<file path="src/hw/axi_lite_pkg.sv">
package axi_lite_pkg;

    // Width of the AXI-Lite data bus in bits
    localparam int DATA_W = 32;

    // One write strobe bit for each byte lane of the data bus
    localparam int STRB_W = DATA_W / 8;

    // Width of the BRESP and RRESP fields
    localparam int RESP_W = 2;

    // Normal completion of a read or write
    localparam logic [RESP_W-1:0] RESP_OKAY = 2'b00;

    // Responder error, returned for addresses beyond the end of the memory
    localparam logic [RESP_W-1:0] RESP_SLVERR = 2'b10;

endpackage

</file>
<file path="src/hw/axi_lite_if.sv">
`timescale 1ns/1ps

// AXI-Lite bus with the five channels and no clock or reset members
interface axi_lite_if
    import axi_lite_pkg::*;
#(
    parameter int ADDR_W = 12
);

    // Write address channel
    logic              awvalid;
    logic              awready;
    logic [ADDR_W-1:0] awaddr;

    // Write data channel
    logic              wvalid;
    logic              wready;
    logic [DATA_W-1:0] wdata;
    logic [STRB_W-1:0] wstrb;

    // Write response channel
    logic              bvalid;
    logic              bready;
    logic [RESP_W-1:0] bresp;

    // Read address channel
    logic              arvalid;
    logic              arready;
    logic [ADDR_W-1:0] araddr;

    // Read data channel
    logic              rvalid;
    logic              rready;
    logic [DATA_W-1:0] rdata;
    logic [RESP_W-1:0] rresp;

    // The side that issues requests and takes responses
    modport requester
    (
        output awvalid, awaddr, wvalid, wdata, wstrb, arvalid, araddr, bready, rready,
        input  awready, wready, arready, bvalid, bresp, rvalid, rdata, rresp
    );

    // The side that serves requests and returns responses
    modport responder
    (
        input  awvalid, awaddr, wvalid, wdata, wstrb, arvalid, araddr, bready, rready,
        output awready, wready, arready, bvalid, bresp, rvalid, rdata, rresp
    );

endinterface

</file>
<file path="src/hw/ready_enable_skid.sv">
`timescale 1ns/1ps

// A single pipeline stage for one valid/ready channel
// The main register feeds the destination and the skid register catches the
// one payload that may arrive while ready toward the source is still high
module ready_enable_skid
#(
    parameter int N_DATA_BITS = 32
)
(
    input  logic                   clk,
    input  logic                   rst_n,

    input  logic                   enable_from_src,
    input  logic [N_DATA_BITS-1:0] data_from_src,
    output logic                   ready_to_src,

    output logic                   enable_to_dst,
    output logic [N_DATA_BITS-1:0] data_to_dst,
    input  logic                   ready_from_dst
);

    logic                   main_valid;
    logic [N_DATA_BITS-1:0] main_data;
    logic                   skid_valid;
    logic [N_DATA_BITS-1:0] skid_data;
    logic                   ready_q;
    logic                   src_take;
    logic                   main_free;

    // A transfer from the source happens only while the registered ready is high
    assign src_take = enable_from_src && ready_q;

    // The main entry can be loaded when it is empty or is being drained this cycle
    assign main_free = !main_valid || ready_from_dst;

    assign ready_to_src  = ready_q;
    assign enable_to_dst = main_valid;
    assign data_to_dst   = main_data;

    // Occupancy of the two entries and the registered ready
    always_ff @(posedge clk)
    begin
        if (!rst_n)
        begin
            main_valid <= 1'b0;
            skid_valid <= 1'b0;
            ready_q    <= 1'b1;
        end
        else if (main_free)
        begin
            // The skid entry, when full, moves ahead of anything new
            // Ready is low in that case, so no source transfer competes with it
            main_valid <= skid_valid || src_take;
            skid_valid <= 1'b0;
            ready_q    <= 1'b1;
        end
        else if (src_take)
        begin
            // Main is stalled, so the in-flight payload lands in the skid entry
            skid_valid <= 1'b1;
            ready_q    <= 1'b0;
        end
    end

    // Payload registers follow the same moves as the valid bits
    always_ff @(posedge clk)
    begin
        if (main_free)
        begin
            main_data <= skid_valid ? skid_data : data_from_src;
        end
        if (!main_free && src_take)
        begin
            skid_data <= data_from_src;
        end
    end

    // A payload offered to the destination must not change until it is taken
    a_dst_stable : assert property (@(posedge clk) disable iff (!rst_n)
        enable_to_dst && !ready_from_dst |=> enable_to_dst && $stable(data_to_dst));

endmodule

</file>
<file path="src/hw/axi_lite_if_reg.sv">
`timescale 1ns/1ps

// Register slice between two AXI-Lite buses
// Every channel gets N_REG_STAGES skid stages in its own direction
module axi_lite_if_reg
    import axi_lite_pkg::*;
#(
    parameter int N_REG_STAGES = 2,
    parameter int ADDR_W       = 12
)
(
    input  logic          clk,
    input  logic          rst_n,
    axi_lite_if.responder up,
    axi_lite_if.requester down
);

    // Entry 0 is the upstream side and the last entry is the downstream side
    // With no stages the single entry joins both sides by wires alone
    axi_lite_if #(.ADDR_W(ADDR_W)) pipe [0:N_REG_STAGES] ();

    // Requests enter the chain from upstream and responses leave it there
    assign pipe[0].awvalid = up.awvalid;
    assign pipe[0].awaddr  = up.awaddr;
    assign pipe[0].wvalid  = up.wvalid;
    assign pipe[0].wdata   = up.wdata;
    assign pipe[0].wstrb   = up.wstrb;
    assign pipe[0].arvalid = up.arvalid;
    assign pipe[0].araddr  = up.araddr;
    assign pipe[0].bready  = up.bready;
    assign pipe[0].rready  = up.rready;
    assign up.awready      = pipe[0].awready;
    assign up.wready       = pipe[0].wready;
    assign up.arready      = pipe[0].arready;
    assign up.bvalid       = pipe[0].bvalid;
    assign up.bresp        = pipe[0].bresp;
    assign up.rvalid       = pipe[0].rvalid;
    assign up.rdata        = pipe[0].rdata;
    assign up.rresp        = pipe[0].rresp;

    // Requests leave the chain downstream and responses enter it there
    assign down.awvalid                 = pipe[N_REG_STAGES].awvalid;
    assign down.awaddr                  = pipe[N_REG_STAGES].awaddr;
    assign down.wvalid                  = pipe[N_REG_STAGES].wvalid;
    assign down.wdata                   = pipe[N_REG_STAGES].wdata;
    assign down.wstrb                   = pipe[N_REG_STAGES].wstrb;
    assign down.arvalid                 = pipe[N_REG_STAGES].arvalid;
    assign down.araddr                  = pipe[N_REG_STAGES].araddr;
    assign down.bready                  = pipe[N_REG_STAGES].bready;
    assign down.rready                  = pipe[N_REG_STAGES].rready;
    assign pipe[N_REG_STAGES].awready   = down.awready;
    assign pipe[N_REG_STAGES].wready    = down.wready;
    assign pipe[N_REG_STAGES].arready   = down.arready;
    assign pipe[N_REG_STAGES].bvalid    = down.bvalid;
    assign pipe[N_REG_STAGES].bresp     = down.bresp;
    assign pipe[N_REG_STAGES].rvalid    = down.rvalid;
    assign pipe[N_REG_STAGES].rdata     = down.rdata;
    assign pipe[N_REG_STAGES].rresp     = down.rresp;

    genvar s;
    for (s = 1; s <= N_REG_STAGES; s++)
    begin : stage
        // W and R carry two fields, so they are packed into one vector per skid
        logic [DATA_W+STRB_W-1:0] w_out;
        logic [DATA_W+RESP_W-1:0] r_out;

        assign {pipe[s].wdata, pipe[s].wstrb}   = w_out;
        assign {pipe[s-1].rdata, pipe[s-1].rresp} = r_out;

        // AW, W and AR run from entry s-1 toward entry s
        ready_enable_skid #(.N_DATA_BITS(ADDR_W)) aw_skid
        (
            .clk(clk),
            .rst_n(rst_n),
            .enable_from_src(pipe[s-1].awvalid),
            .data_from_src(pipe[s-1].awaddr),
            .ready_to_src(pipe[s-1].awready),
            .enable_to_dst(pipe[s].awvalid),
            .data_to_dst(pipe[s].awaddr),
            .ready_from_dst(pipe[s].awready)
        );

        ready_enable_skid #(.N_DATA_BITS(DATA_W + STRB_W)) w_skid
        (
            .clk(clk),
            .rst_n(rst_n),
            .enable_from_src(pipe[s-1].wvalid),
            .data_from_src({pipe[s-1].wdata, pipe[s-1].wstrb}),
            .ready_to_src(pipe[s-1].wready),
            .enable_to_dst(pipe[s].wvalid),
            .data_to_dst(w_out),
            .ready_from_dst(pipe[s].wready)
        );

        ready_enable_skid #(.N_DATA_BITS(ADDR_W)) ar_skid
        (
            .clk(clk),
            .rst_n(rst_n),
            .enable_from_src(pipe[s-1].arvalid),
            .data_from_src(pipe[s-1].araddr),
            .ready_to_src(pipe[s-1].arready),
            .enable_to_dst(pipe[s].arvalid),
            .data_to_dst(pipe[s].araddr),
            .ready_from_dst(pipe[s].arready)
        );

        // B and R run back from entry s toward entry s-1
        ready_enable_skid #(.N_DATA_BITS(RESP_W)) b_skid
        (
            .clk(clk),
            .rst_n(rst_n),
            .enable_from_src(pipe[s].bvalid),
            .data_from_src(pipe[s].bresp),
            .ready_to_src(pipe[s].bready),
            .enable_to_dst(pipe[s-1].bvalid),
            .data_to_dst(pipe[s-1].bresp),
            .ready_from_dst(pipe[s-1].bready)
        );

        ready_enable_skid #(.N_DATA_BITS(DATA_W + RESP_W)) r_skid
        (
            .clk(clk),
            .rst_n(rst_n),
            .enable_from_src(pipe[s].rvalid),
            .data_from_src({pipe[s].rdata, pipe[s].rresp}),
            .ready_to_src(pipe[s].rready),
            .enable_to_dst(pipe[s-1].rvalid),
            .data_to_dst(r_out),
            .ready_from_dst(pipe[s-1].rready)
        );
    end

endmodule

</file>
<file path="src/flat_wrapper.sv">
// flat-port wrapper written by rule: the top's interface ports become plain ports
module axi_lite_if_reg_flat import axi_lite_pkg::*;
#(
    parameter int N_REG_STAGES = 2,
    parameter int ADDR_W       = 12
)
  (clk, rst_n, up_awvalid, up_awaddr, up_wvalid, up_wdata, up_wstrb, up_arvalid, up_araddr, up_bready, up_rready, up_awready, up_wready, up_arready, up_bvalid, up_bresp, up_rvalid, up_rdata, up_rresp, down_awvalid, down_awaddr, down_wvalid, down_wdata, down_wstrb, down_arvalid, down_araddr, down_bready, down_rready, down_awready, down_wready, down_arready, down_bvalid, down_bresp, down_rvalid, down_rdata, down_rresp);
  axi_lite_if #(.ADDR_W(ADDR_W)) up_i ();
  axi_lite_if #(.ADDR_W(ADDR_W)) down_i ();
  input  logic clk;
  input  logic rst_n;
  input wire logic [$bits(up_i.awvalid)-1:0] up_awvalid;
  input wire logic [$bits(up_i.awaddr)-1:0] up_awaddr;
  input wire logic [$bits(up_i.wvalid)-1:0] up_wvalid;
  input wire logic [$bits(up_i.wdata)-1:0] up_wdata;
  input wire logic [$bits(up_i.wstrb)-1:0] up_wstrb;
  input wire logic [$bits(up_i.arvalid)-1:0] up_arvalid;
  input wire logic [$bits(up_i.araddr)-1:0] up_araddr;
  input wire logic [$bits(up_i.bready)-1:0] up_bready;
  input wire logic [$bits(up_i.rready)-1:0] up_rready;
  output wire logic [$bits(up_i.awready)-1:0] up_awready;
  output wire logic [$bits(up_i.wready)-1:0] up_wready;
  output wire logic [$bits(up_i.arready)-1:0] up_arready;
  output wire logic [$bits(up_i.bvalid)-1:0] up_bvalid;
  output wire logic [$bits(up_i.bresp)-1:0] up_bresp;
  output wire logic [$bits(up_i.rvalid)-1:0] up_rvalid;
  output wire logic [$bits(up_i.rdata)-1:0] up_rdata;
  output wire logic [$bits(up_i.rresp)-1:0] up_rresp;
  output wire logic [$bits(down_i.awvalid)-1:0] down_awvalid;
  output wire logic [$bits(down_i.awaddr)-1:0] down_awaddr;
  output wire logic [$bits(down_i.wvalid)-1:0] down_wvalid;
  output wire logic [$bits(down_i.wdata)-1:0] down_wdata;
  output wire logic [$bits(down_i.wstrb)-1:0] down_wstrb;
  output wire logic [$bits(down_i.arvalid)-1:0] down_arvalid;
  output wire logic [$bits(down_i.araddr)-1:0] down_araddr;
  output wire logic [$bits(down_i.bready)-1:0] down_bready;
  output wire logic [$bits(down_i.rready)-1:0] down_rready;
  input wire logic [$bits(down_i.awready)-1:0] down_awready;
  input wire logic [$bits(down_i.wready)-1:0] down_wready;
  input wire logic [$bits(down_i.arready)-1:0] down_arready;
  input wire logic [$bits(down_i.bvalid)-1:0] down_bvalid;
  input wire logic [$bits(down_i.bresp)-1:0] down_bresp;
  input wire logic [$bits(down_i.rvalid)-1:0] down_rvalid;
  input wire logic [$bits(down_i.rdata)-1:0] down_rdata;
  input wire logic [$bits(down_i.rresp)-1:0] down_rresp;
  assign up_i.awvalid = up_awvalid;
  assign up_i.awaddr = up_awaddr;
  assign up_i.wvalid = up_wvalid;
  assign up_i.wdata = up_wdata;
  assign up_i.wstrb = up_wstrb;
  assign up_i.arvalid = up_arvalid;
  assign up_i.araddr = up_araddr;
  assign up_i.bready = up_bready;
  assign up_i.rready = up_rready;
  assign up_awready = up_i.awready;
  assign up_wready = up_i.wready;
  assign up_arready = up_i.arready;
  assign up_bvalid = up_i.bvalid;
  assign up_bresp = up_i.bresp;
  assign up_rvalid = up_i.rvalid;
  assign up_rdata = up_i.rdata;
  assign up_rresp = up_i.rresp;
  assign down_awvalid = down_i.awvalid;
  assign down_awaddr = down_i.awaddr;
  assign down_wvalid = down_i.wvalid;
  assign down_wdata = down_i.wdata;
  assign down_wstrb = down_i.wstrb;
  assign down_arvalid = down_i.arvalid;
  assign down_araddr = down_i.araddr;
  assign down_bready = down_i.bready;
  assign down_rready = down_i.rready;
  assign down_i.awready = down_awready;
  assign down_i.wready = down_wready;
  assign down_i.arready = down_arready;
  assign down_i.bvalid = down_bvalid;
  assign down_i.bresp = down_bresp;
  assign down_i.rvalid = down_rvalid;
  assign down_i.rdata = down_rdata;
  assign down_i.rresp = down_rresp;
  axi_lite_if_reg #(.N_REG_STAGES(N_REG_STAGES), .ADDR_W(ADDR_W)) u_core (.clk(clk), .rst_n(rst_n), .up(up_i), .down(down_i));
endmodule
</file>
<file path="config.mk">
export PLATFORM = sky130hd
export DESIGN_NAME = axi_lite_if_reg_flat
export DESIGN_NICKNAME = d
export VERILOG_FILES = /design/src/hw/axi_lite_pkg.sv /design/src/hw/axi_lite_if.sv /design/src/hw/ready_enable_skid.sv /design/src/hw/axi_lite_if_reg.sv /design/src/flat_wrapper.sv
export SDC_FILE = /design/constraint.sdc
export NUM_CORES = 1
export LEC_CHECK = 0
export BUFFER_PORTS_ARGS = -buffer_cell sky130_fd_sc_hd__buf_2
export CAP_MARGIN = 20
export CORE_UTILIZATION = 40
export DETAILED_ROUTE_END_ITERATION = 7
export SETUP_SLACK_MARGIN = 0.2
export SYNTH_ARGS = -nofsm -noshare
export SYNTH_HDL_FRONTEND = slang
export SYNTH_SLANG_ARGS = --single-unit
</file>
<file path="constraint.sdc">
create_clock -name clk -period 3.2 [get_ports clk]
set_input_delay 0 -clock clk [delete_from_list [all_inputs] [get_ports clk]]
set_output_delay 0 -clock clk [all_outputs]
set_load 0.05 [all_outputs]
</file>
Yosys cells after proc, flatten, opt, wreduce, memory -nomap -nowiden
Index checks and enable logic that the tools add are counted.
- logic and storage cells: 131
- input port bits: 108
- register bits after elaboration: 414
- mux-type cells: 10
- reductions and logical operators: 70
- bitwise operators: 1
- operator list (cell ; number):
    $mux 36 ; 2
    $mux 34 ; 2
    $mux 12 ; 4
    $logic_and 1x1->1 ; 20
    $logic_not 1->1 ; 20
    $logic_or 1x1->1 ; 20
    $reduce_or 2->1 ; 10
    $mux 2 ; 2
    $not 1->1 ; 1

Logic depth before layout (Yosys ltp)
Gate-level depths: netlist of the first run.
- depth after elaboration: 4
- gate-level depth with buffers: 4

Hierarchy
A second synthesis of the first run with hierarchy kept.
- cells, all modules: 706
- area total of the unflattened synthesis: 15752.6 µm²
- modules (own cells, without submodules) (module ; instances ; area an instance (µm²) ; cells an instance):
    ready_enable_skid (u_core.stage[1].w_skid ...) ; 2 ; 2872.8 ; 123
    ready_enable_skid (u_core.stage[1].r_skid ...) ; 2 ; 2730.1 ; 117
    ready_enable_skid (u_core.stage[1].ar_skid ...) ; 4 ; 1007.2 ; 48
    ready_enable_skid (u_core.stage[1].b_skid ...) ; 2 ; 259.0 ; 17

Least setup slack after synthesis of the first run
OpenSTA, ideal clock, no wires.
- path kind: reg-to-reg
- start point: reg u_core.stage[2].w_skid.main_valid
- end point: reg u_core.stage[2].w_skid.skid_data[0], enable pin
- period minus slack after synthesis: 3.694 ns
- buffers on the path: 0
- library setup time: 0.430 ns
- required time: 2.770 ns
- path slack: -0.494 ns
- data arrival time: 3.264 ns
- cell stages (with the launch flop): 3
- cell sequence: dfxtp_1 nand2b_1 nor2_1
- word-level cells in the longest chain between the ends: 4
- ends and longest elaborated chain (element ; RTL line ; source):
    start: declaration ; ready_enable_skid.sv:23 ; logic main_valid;
    start signal: assignment ; ready_enable_skid.sv:54 ; main_valid <= skid_valid || src_take;
    $logic_not 1->1 ; ready_enable_skid.sv:35 ; assign main_free = !main_valid || ready_from_dst;
    $logic_or 1x1->1 ; ready_enable_skid.sv:35 ;
    named net u_core.stage[2].w_skid.main_free ; ready_enable_skid.sv:29 ; logic main_free;
    $logic_not 1->1 ; ready_enable_skid.sv:73 ; if (!main_free && src_take)
    $logic_and 1x1->1 ; ready_enable_skid.sv:73 ;
    end signal: assignment ; ready_enable_skid.sv:75 ; skid_data <= data_from_src;
    end: declaration ; ready_enable_skid.sv:26 ; logic [N_DATA_BITS-1:0] skid_data;
The timed path passes the listed nets, and every way through them passes these cells.
A chain may end at the register's enable or synchronous reset.

Worst setup path after layout of the first run
- start point: reg u_core.stage[2].aw_skid.ready_q
- end point: reg u_core.stage[1].aw_skid.skid_data[6], enable pin
- word-level cells in the longest chain between the ends: 3
- ends and longest elaborated chain (element ; RTL line ; source):
    start: declaration ; ready_enable_skid.sv:27 ; logic ready_q;
    start signal: assignment ; ready_enable_skid.sv:48 ; ready_q <= 1'b1;
    start signal: assignment ; ready_enable_skid.sv:56 ; ready_q <= 1'b1;
    start signal: assignment ; ready_enable_skid.sv:62 ; ready_q <= 1'b0;
    $logic_or 1x1->1 ; ready_enable_skid.sv:35 ;
    named net u_core.stage[1].aw_skid.main_free ; ready_enable_skid.sv:29 ;
    $logic_not 1->1 ; ready_enable_skid.sv:73 ;
    $logic_and 1x1->1 ; ready_enable_skid.sv:73 ;
    end signal: assignment ; ready_enable_skid.sv:75 ;
    end: declaration ; ready_enable_skid.sv:26 ;
The timed path passes the listed nets, and every way through them passes these cells.

==> results of run 1 <==
[where the power goes]
| group | total (mW) | internal, mW | switching [mW] |
|---|---|---|---|
| Combinational | 0.817 | 0.305 | 0.511 |
| Clock | 4.98 | 3.04 | 1.94 |
| Sequential | 6.17 | 6.10 | 0.0699 |
| Total | 12.0 | 9.44 | 2.53 |
[cell type report]
type                            count  area (um2)
Tap cell                          468         586
Clock buffer                       54        1160
Timing Repair Buffer              333        2250
Clock inverter                     22         248
Sequential cell                   414       12100
Multi-Input combinational cell    272        2710
Fill cell                        3008       17700
[registers in the layout, indices dropped and copies added (netlist names), 4 cells and up]
| register | flops |
|---|---|
| u_core.stage.w_skid.data_to_dst | 72 |
| u_core.stage.w_skid.skid_data | 72 |
| u_core.stage.r_skid.data_to_dst | 68 |
| u_core.stage.r_skid.skid_data | 68 |
| u_core.stage.ar_skid.data_to_dst | 24 |
| u_core.stage.ar_skid.skid_data | 24 |
| u_core.stage.aw_skid.data_to_dst | 24 |
| u_core.stage.aw_skid.skid_data | 24 |
| u_core.stage.b_skid.data_to_dst | 4 |
| u_core.stage.b_skid.skid_data | 4 |
[critical path: cells and delay by family, from the launching register on]
kind	cells	cell delay, ns
AND/OR/NAND/NOR	2	1.24
flip-flops	1	0.32
[path summary, 6_finish.rpt]
path                                          end  slack (ns)  cells past startpoint
max          u_core.stage[1].aw_skid.skid_data[6]        1.26                      2
min          u_core.stage[1].r_skid.skid_data[24]        0.03                      3
max reg2reg  u_core.stage[1].aw_skid.skid_data[6]        1.26                      2
min reg2reg   u_core.stage[2].w_skid.skid_data[4]        0.44                      0
[cell usage in the layout, fill, tap and decap left out]
master / n
edfxtp_1: 384
buf_2: 213
mux2_2: 186
dlygate4sd3_1: 109
clkbuf_16: 45
dfxtp_1: 26
nand2_1: 10
a21oi_1: 10
a21boi_0: 10
nor3b_1: 10
nor2b_1: 10
or3b_1: 10
clkinv_1: 10
buf_4: 10
clkbuf_1: 9
nand2b_1: 6
mux2_4: 6
nor2_1: 6
clkinv_2: 6
bufinv_16: 6
nand2b_2: 4
nor2_4: 4
dfxtp_2: 4
buf_12: 1
[kinds of logic after synthesis]
family,count (synthesis),synth area share (%)
DFF,414,80.7
muxes,192,14.5
AOI/OAI and AO/OA,20,0.832
buffers and inverters,23,1.51
and+or+nand+nor,60,2.41
[per-layer routing]
| layer | global-route usage [%] | vias up | share of wire, % |
|---|---|---|---|
| met5 | 0 | - | 0 |
| met4 | 6.22 | 0 | 2.7 |
| met3 | 2.91 | 35 | 4.2 |
| met2 | 23.9 | 162 | 50 |
| met1 | 17.5 | 3651 | 43 |
| li1 | - | 3503 | - |
[what timing repair did]
item                                    4_1_cts  5_1_grt
hold buffers                                109        0
endpoints found under the setup margin        0        0
hold endpoints to repair                    260        0
setup buffers                                 0        0
==> results.yml, run 1 <==
detailed_routing:
  first_iter_violations: 293
  drt_pass1_iterations: 4
  num_vias: 7351
  finalWirelength_um: 26800
  route.detailed.drc: 0
  wire_per_inst_um: 17.1
  viasPerCell: 4.70
  antenna_left: 0
yosys:
  synth_commonest_cells: "edfxtp_1 (384), mux2_2 (186), dfxtp_1 (30), buf_6 (15)"
  synth_area_leaders: "edfxtp_1 (77%), mux2_2 (14%), dfxtp_1 (4.0%)"
  netlist-cell-type-count: 17
  synth_ff_type: "edfxtp_1"
  yosys.area.top_type: "edfxtp_1"
  yosysSeqAreaShare_pct: 80.7
  yosysWarnings: 0
  synth_cells: 709
  yosysMostFrequentCell: "edfxtp_1"
  syn_area_um2: 15000
  synth_top_area_share_pct: 76.7
  syn-mean-instance-area_um2: 21.2
  synthArstFlopShare_pct: 0
  synth-seq-cells: 414
  syn_nets: 817
  synth_edf_count: 384
timing:
  rsz0062_at_grt: "no"
  setup_slack_ns: 1.26
  setup-violations-final: 0
  hold_viol: 0
  timing.final.crit_share_pct: 60.8
  slew_headroom_pct: 33.7
  fin_skew_ns: 0.00774
  tns_ns: 0
  max_freq_mhz: 514
  tightest_slew_ns: 0.995
  finalCriticalPeriod_ns: 1.94
  hold_ws_ns: 0.0296
  slew_viol_final: 0
place:
  routabilityCongestion: 0.719
  dp.cells: 1378
  place_ws_ns: 1.23
  port_buffers: 213
  place_area_um2: 16600
  dp_hpwl_um: 16500
setup_path:
  cp_max_fo: 16
  cp_cell_sequence: "nand2b_1, nor2_1"
  crit_type: "register to register"
  worst_ep_arrival_time_ns: 2.11
  start_kind: "register"
  slowest_delay_ns: 0.81
  rr_startpoint: "u_core.stage[2].aw_skid.ready_to_src"
  critPathRequiredTime_ns: 3.37
  crit_slowest_cell: "nor2_1"
  critPathLaunch: "u_core.stage[2].aw_skid.ready_to_src"
  end_kind: "register"
clocking:
  numCtsBuffers: 43
  insertion_delay_ns: 0.54
  clock_path_buffers: 3
  cts-root-buf: "clkbuf_16"
  cts.clk_slew.worst_paths_ns: 0.06
  post_cts_resized: 0
  cts_max_level: 2
  cts_tree: "yes"
  cts.sinks: 414
hold_path:
  hold_class: "primary input to register"
  hp-start: "up_rready"
floorplan:
  io_pins: 214
  die_area_um2: 38400
  die_w_um: 196
  core-area_um2: 36800
  initial_core_util_pct: 40.9
  die_h_um: 196
  rows: 70
layout:
  antenna_cells: 0
  fin_cells: 1563
  fin_util_pct: 51.9
  design_area_um2: 19100
  drive_gt1_share_pct: 44.3
  area_delta_synth_final_pct: 27.0
  num-nets-final: 1172
global_route:
  globalRouteOverflowTotal: 0
  antenna_found_initial: 0
  grt_pass1_vias: 7670
  grt_pass1_wl_um: 41700
  track_usage_pct: 14.1
  grt_max_degree: 40
power:
  power.density_nw_per_um2: 627
  power_leakage_nw: 6.86
  power_mw: 12.0
  ir_drop_uv: 472
flow_run:
  cap_violations: 0
status:
  status: "complete, no violations"
No activity file was read; power rests on OpenSTA's default activity.
==> run 2, diff against run 1 <==
--- a/config.mk
+++ b/config.mk
@@ -5,6 +5,7 @@
 export SDC_FILE = /design/constraint.sdc
 export NUM_CORES = 1
 export LEC_CHECK = 0
+export ABC_AREA = 1
 export BUFFER_PORTS_ARGS = -buffer_cell sky130_fd_sc_hd__buf_2
 export CAP_MARGIN = 20
 export CORE_UTILIZATION = 40
==> constraint.sdc (replaced) <==
create_clock -name clk -period 1.6 [get_ports clk]
set_input_delay 0 -clock clk [delete_from_list [all_inputs] [get_ports clk]]
set_output_delay 0 -clock clk [all_outputs]
set_load 0.05 [all_outputs]
==> run 2 against run 1 <==
Against the previous run: register-to-register slack worse by 0.96 ns; synthesized cell count up 65%; count of clock-buffer cells in the layout down 1.
==> results.yml, run 2 <==
layout:
  design_area_um2: 19500
  num-nets-final: 1631
  area_delta_synth_final_pct: 28.8
  antenna_cells: 0
  fin_util_pct: 52.9
  final_cell_mix: "nand2_1 (640), edfxtp_1 (384), buf_2 (212)"
  drive_gt1_share_pct: 21.3
  final_common_cell: "nand2_1"
yosys:
  yosys.area.top_type: "edfxtp_1"
  syn_nets: 1276
  yosysSeqAreaShare_pct: 79.9
  yosysWarnings: 0
  yosysMostFrequentCell: "nand2_1"
  synth_area_leaders: "edfxtp_1 (76%), nand2_1 (16%), dfxtp_1 (4.0%)"
  syn_area_um2: 15200
  synth_edf_count: 384
  synth_ff_type: "edfxtp_1"
  synth_top_area_share_pct: 76.0
  syn-mean-instance-area_um2: 13.0
  synth-seq-cells: 414
  synth_cells: 1168
  synthArstFlopShare_pct: 0
  synth_commonest_cells: "nand2_1 (646), edfxtp_1 (384), inv_1 (36), dfxtp_1 (30), nor2_1 (20)"
  netlist-cell-type-count: 11
global_route:
  antenna_found_initial: 1
  globalRouteOverflowTotal: 0
  grt_pass1_vias: 9047
  grt_max_degree: 38
  grt_pass1_wl_um: 47600
  track_usage_pct: 15.8
setup_path:
  reg2regPathDepth: 3
  slowest_delay_ns: 0.38
  end_kind: "register"
  rrSetupSlack_ns: 0.30
  crit_buf_inv: 1
  worst_ep_arrival_time_ns: 1.56
  crit_type: "register to register"
  cp_max_fo: 9
  cp_cell_sequence: "nand2_1, nor2_4, buf_4"
  start_kind: "register"
  timing.rr.end: "u_core.stage[1].r_skid.skid_data[26]"
  critPathRequiredTime_ns: 1.86
  crit_slowest_cell: "dfxtp_2"
  rr_startpoint: "u_core.stage[2].r_skid.enable_to_dst"
  critPathLaunch: "u_core.stage[2].r_skid.enable_to_dst"
  path_delay_family: "flip-flops"
power:
  power_switching_mw: 5.38
  p_int_mw: 19.0
  power_mw: 24.4
  power_leakage_nw: 8.24
  sw_frac_of_total_pct: 22.0
  ir_drop_uv: 729
  clkPwrFrac_pct: 42.4
  combinationalPowerShare_pct: 7.0
  power.density_nw_per_um2: 1250
  power_frac_seq_pct: 50.6
clocking:
  cts.clk_slew.worst_paths_ns: 0.06
  cts_tree: "yes"
  clock_path_buffers: 3
  postCtsSetupRepairBufs: 0
  numCtsBuffers: 44
  cts.sinks: 414
  cts-root-buf: "clkbuf_16"
  insertion_delay_ns: 0.56
  cts_max_level: 2
floorplan:
  die_w_um: 197
  die_h_um: 197
  io_pins: 214
  die_area_um2: 38700
  initial_core_util_pct: 41.1
  rows: 70
  core-area_um2: 37000
timing:
  hold_viol: 0
  slew_headroom_pct: 72.9
  hold_ws_ns: 0.156
  tns_ns: 0
  slew_viol_final: 0
  setup-violations-final: 0
  fin_skew_ns: 0.0167
  max_freq_mhz: 768
  rsz0062_at_grt: "no"
  timing.final.crit_share_pct: 81.4
  finalCriticalPeriod_ns: 1.30
  tightest_slew_ns: 0.406
hold_path:
  min_to: "u_core.stage[1].w_skid.skid_data[4]"
  hold_class: "primary input to register"
  min_delay_path_depth: 2
  hp-start: "up_wdata[0]"
place:
  dp_hpwl_um: 19100
  port_buffers: 213
  routabilityCongestion: 0.771
  place_area_um2: 17000
detailed_routing:
  drt_pass1_iterations: 5
  num_vias: 9029
  route.detailed.drc: 0
  finalWirelength_um: 29800
  antenna_left: 0
  wire_per_inst_um: 14.4
  first_iter_violations: 439
  viasPerCell: 4.38
flow_run:
  cap_violations: 0
status:
  status: "complete, no violations"
run 2: metal layers:
metal | global-route usage, % | up-vias | wire length, um
li1 | - | 4594 | -
met1 | 21.4 | 4112 | 13600
met2 | 25.2 | 268 | 13900
met3 | 3.11 | 53 | 1580
met4 | 6.14 | 2 | 679
met5 | 0 | - | 13
run 2: cells by family after synthesis:
| family | share of synthesized area [%] |
|---|---|
| and+or+nand+nor | 16.8 |
| DFF | 79.9 |
| buffers and inverters | 3.28 |
run 2: timing repair:
item	4_1_cts	5_1_grt
setup endpoints to repair	0	1
resized for setup	0	1
hold buffers	108	0
hold endpoints to repair	310	0
run 2: worst register-to-register path, stage by stage, from the launching register on:
cell and delay (ns):
dfxtp_2 0.38, nand2_1 0.13, nor2_4 0.25, buf_4 0.24
run 2: worst max-delay path by stage:
stage | cells past startpoint | slack [ns] | to
floorplan | 2 | -0.05 | u_core.stage[2].w_skid.skid_data[0]
global placement | 3 | 0.31 | u_core.stage[1].r_skid.skid_data[30]
detailed placement | 3 | 0.30 | u_core.stage[1].r_skid.skid_data[24]
CTS | 5 | 0.26 | u_core.stage[1].b_skid.skid_valid
global route | 3 | 0.24 | u_core.stage[1].r_skid.skid_data[28]
finish | 3 | 0.30 | u_core.stage[1].r_skid.skid_data[26]
run 2: layout make-up:
class | count | area [um2]
timing repair buffer | 347 | 2420
sequential | 414 | 12200
multi-input combinational | 676 | 2680
clock buffer | 53 | 1150
fill | 3112 | 17400
inverter | 40 | 170
clock inverter | 28 | 334
tap | 504 | 631
run 2: through the flow:
| stage | worst slack [ns] | std cells |
|---|---|---|
| final | 0.297 | 2062 |
| after global routing | 0.238 | 2062 |
| after CTS | 0.261 | 2062 |
| after detailed placement | 0.301 | 1873 |
| after global placement | 0.314 | 1873 |
| after floorplan | -0.0525 | 1168 |
run 2: power by group through the flow:
stage	clock, mW	sequential, mW	combinational (mW)
final	10.3	12.4	1.71
after detailed placement	0	12.6	1.50
after floorplan	0	13.2	0.320
after global placement	0	12.6	1.49
after CTS	10.6	12.4	1.71
after global routing	11.0	12.4	1.83
==> run 3, diff against run 2 <==
--- a/config.mk
+++ b/config.mk
@@ -5,7 +5,7 @@
 export SDC_FILE = /design/constraint.sdc
 export NUM_CORES = 1
 export LEC_CHECK = 0
-export ABC_AREA = 1
+export ABC_AREA = 0
 export BUFFER_PORTS_ARGS = -buffer_cell sky130_fd_sc_hd__buf_2
 export CAP_MARGIN = 20
 export CORE_UTILIZATION = 40
==> constraint.sdc (replaced) <==
create_clock -name clk -period 1.15 [get_ports clk]
set_input_delay 0 -clock clk [delete_from_list [all_inputs] [get_ports clk]]
set_output_delay 0 -clock clk [all_outputs]
set_load 0.05 [all_outputs]
==> run 3 against run 2 <==
Against the previous run: the run now ends with negative hold slack, negative setup slack left; final cell count fell by 20%; core utilization rose by 6.8 points; global-route usage fell by 1.7 points; largest cell class unchanged; critical path depth fell by 1; sequential power rose by 39%; critical endpoint is now u_core.stage[2].w_skid.data_to_dst[4].
==> results.yml, run 3 (synthesis gave the netlist of run 1 again) <==
status:
  status: "complete, but fails checks"
  violations: "negative hold slack, negative setup slack"
detailed_routing:
  route.detailed.drc: 0
  antenna_left: 0
  route.met2.wl_um: 14600
  top_layer_used: "met4"
  drt_pass1_iterations: 5
  first_iter_violations: 300
  num_vias: 7566
  dr_wl_met3_um: 1170
  drt-met1-wl_um: 12500
  viasPerCell: 4.61
  wire_per_inst_um: 17.7
  finalWirelength_um: 29000
global_route:
  grt_max_degree: 39
  track_usage_pct: 14.0
  globalRouteOverflowTotal: 0
  grt_pass1_vias: 7722
  grt_pass1_wl_um: 42100
  antenna_found_initial: 3
clocking:
  cts.sinks: 414
  cts.clk_slew.worst_paths_ns: 0.06
  cts-root-buf: "clkbuf_16"
  cts_hold_buf: 105
  cts_tree: "yes"
  cts_max_level: 2
  insertion_delay_ns: 0.54
  clock_path_buffers: 3
  numCtsBuffers: 43
power:
  power.density_nw_per_um2: 1510
  power_leakage_nw: 8.36
  ir_drop_uv: 1150
timing:
  setup_slack_ns: -0.0507
  setup-violations-final: 163
  slew_viol_final: 0
  rsz0062_at_grt: "yes"
  hold_ws_ns: -0.169
  finalCriticalPeriod_ns: 1.20
  max_freq_mhz: 833
  hold_viol: 21
  tns_ns: -3.36
  fin_skew_ns: 0.0140
  timing.final.crit_share_pct: 104
  slew_headroom_pct: 71.6
  tightest_slew_ns: 0.427
setup_path:
  critPathLaunch: "u_core.stage[2].w_skid.skid_valid"
  rrSetupSlack_ns: -0.05
  end_kind: "register"
  rr_startpoint: "u_core.stage[2].w_skid.skid_valid"
  cp_max_fo: 10
  reg2regPathDepth: 2
  start_kind: "register"
  worst_ep_arrival_time_ns: 1.48
  crit_type: "register to register"
  crit_end: "u_core.stage[2].w_skid.data_to_dst[4]"
  timing.rr.end: "u_core.stage[2].w_skid.data_to_dst[4]"
  critPathRequiredTime_ns: 1.43
floorplan:
  initial_core_util_pct: 40.9
  die_w_um: 196
  rows: 70
  die_area_um2: 38400
  core-area_um2: 36800
  io_pins: 214
  die_h_um: 196
layout:
  area_delta_synth_final_pct: 46.1
  multi_input_area_um2: 3510
  fin_util_pct: 59.7
  fillers: 2640
  final_common_cell: "edfxtp_1"
  final_cell_mix: "edfxtp_1 (384), mux2_4 (179), buf_6 (107), buf_2 (107), dlygate4sd3_1 (105)"
  num-nets-final: 1244
  seq_area_um2: 12200
  drive_gt1_share_pct: 51.8
place:
  dp_hpwl_um: 17400
  port_buffers: 213
  routabilityCongestion: 0.753
flow_run:
  cap_violations: 0
hold_path:
  hold_class: "primary input to register"
## run 3: what timing repair did
| action | 4_1_cts | 5_1_grt |
|---|---|---|
| resized for setup | 194 | 108 |
| endpoints found under the setup margin | 675 | 699 |
| gates cloned | 3 | 25 |
| pin swaps | 1 | 6 |
| buffers inserted | 7 | 10 |
| hold endpoints to repair | 271 | 17 |
## run 3: report_power, final
part / total [mW] / switching, mW / internal [mW] / leakage, nW
sequential: 17.2 / 0.288 / 17.0 / 4.00
combinational: 2.91 / 1.47 / 1.44 / 3.70
clock: 13.1 / 5.45 / 7.61 / 0.659
## run 3: metrics by stage
step / hold slack, ns / power [mW] / instances / instance area, um2 / setup slack [ns]
2_1_floorplan: 0.0989 / 19.0 / 709 / 16000 / -0.581
3_3_place_gp: 0.193 / 19.7 / 1409 / 17900 / -0.00882
3_5_place_dp: 0.195 / 19.8 / 1409 / 17900 / -0.0247
4_1_cts: -0.205 / 33.5 / 1604 / 21000 / -0.0415
5_1_grt: -0.174 / 34.4 / 1642 / 22000 / -0.0735
6_report: -0.169 / 33.2 / 1642 / 22000 / -0.0507
## run 3: critical path: stages, from the launching register on
cell,delay (ns)
dfxtp_4,0.46
buf_12,0.18
mux2_4,0.30
## run 3: area by class of cell
cell class,count,share of cell area [%]
flip-flops and latches,414,55.6
clock buffers,63,5.56
well taps,468,2.67
repair buffers,405,19.6
diodes,3,0.0342
clock inverters,17,0.547
multi-input cells,272,16.0
## run 3: routing by layer
layer / vias to the layer above / track usage, %
li1: 3661 / -
met1: 3695 / 18.4
met2: 163 / 23.0
met3: 47 / 3.21
met4: 0 / 5.06
met5: - / 0
## run 3: worst min path at each step
stage,cells past startpoint,to,start
after floorplan,0,u_core.stage[1].ar_skid.skid_data[0],up_araddr[0]
after global placement,1,u_core.stage[2].r_skid.skid_data[28],down_rdata[26]
after CTS,3,u_core.stage[1].r_skid.ready_to_src,up_rready
after detailed placement,1,u_core.stage[2].r_skid.skid_data[28],down_rdata[26]
after global routing,3,u_core.stage[1].r_skid.ready_to_src,up_rready
final,3,u_core.stage[1].r_skid.ready_to_src,up_rready
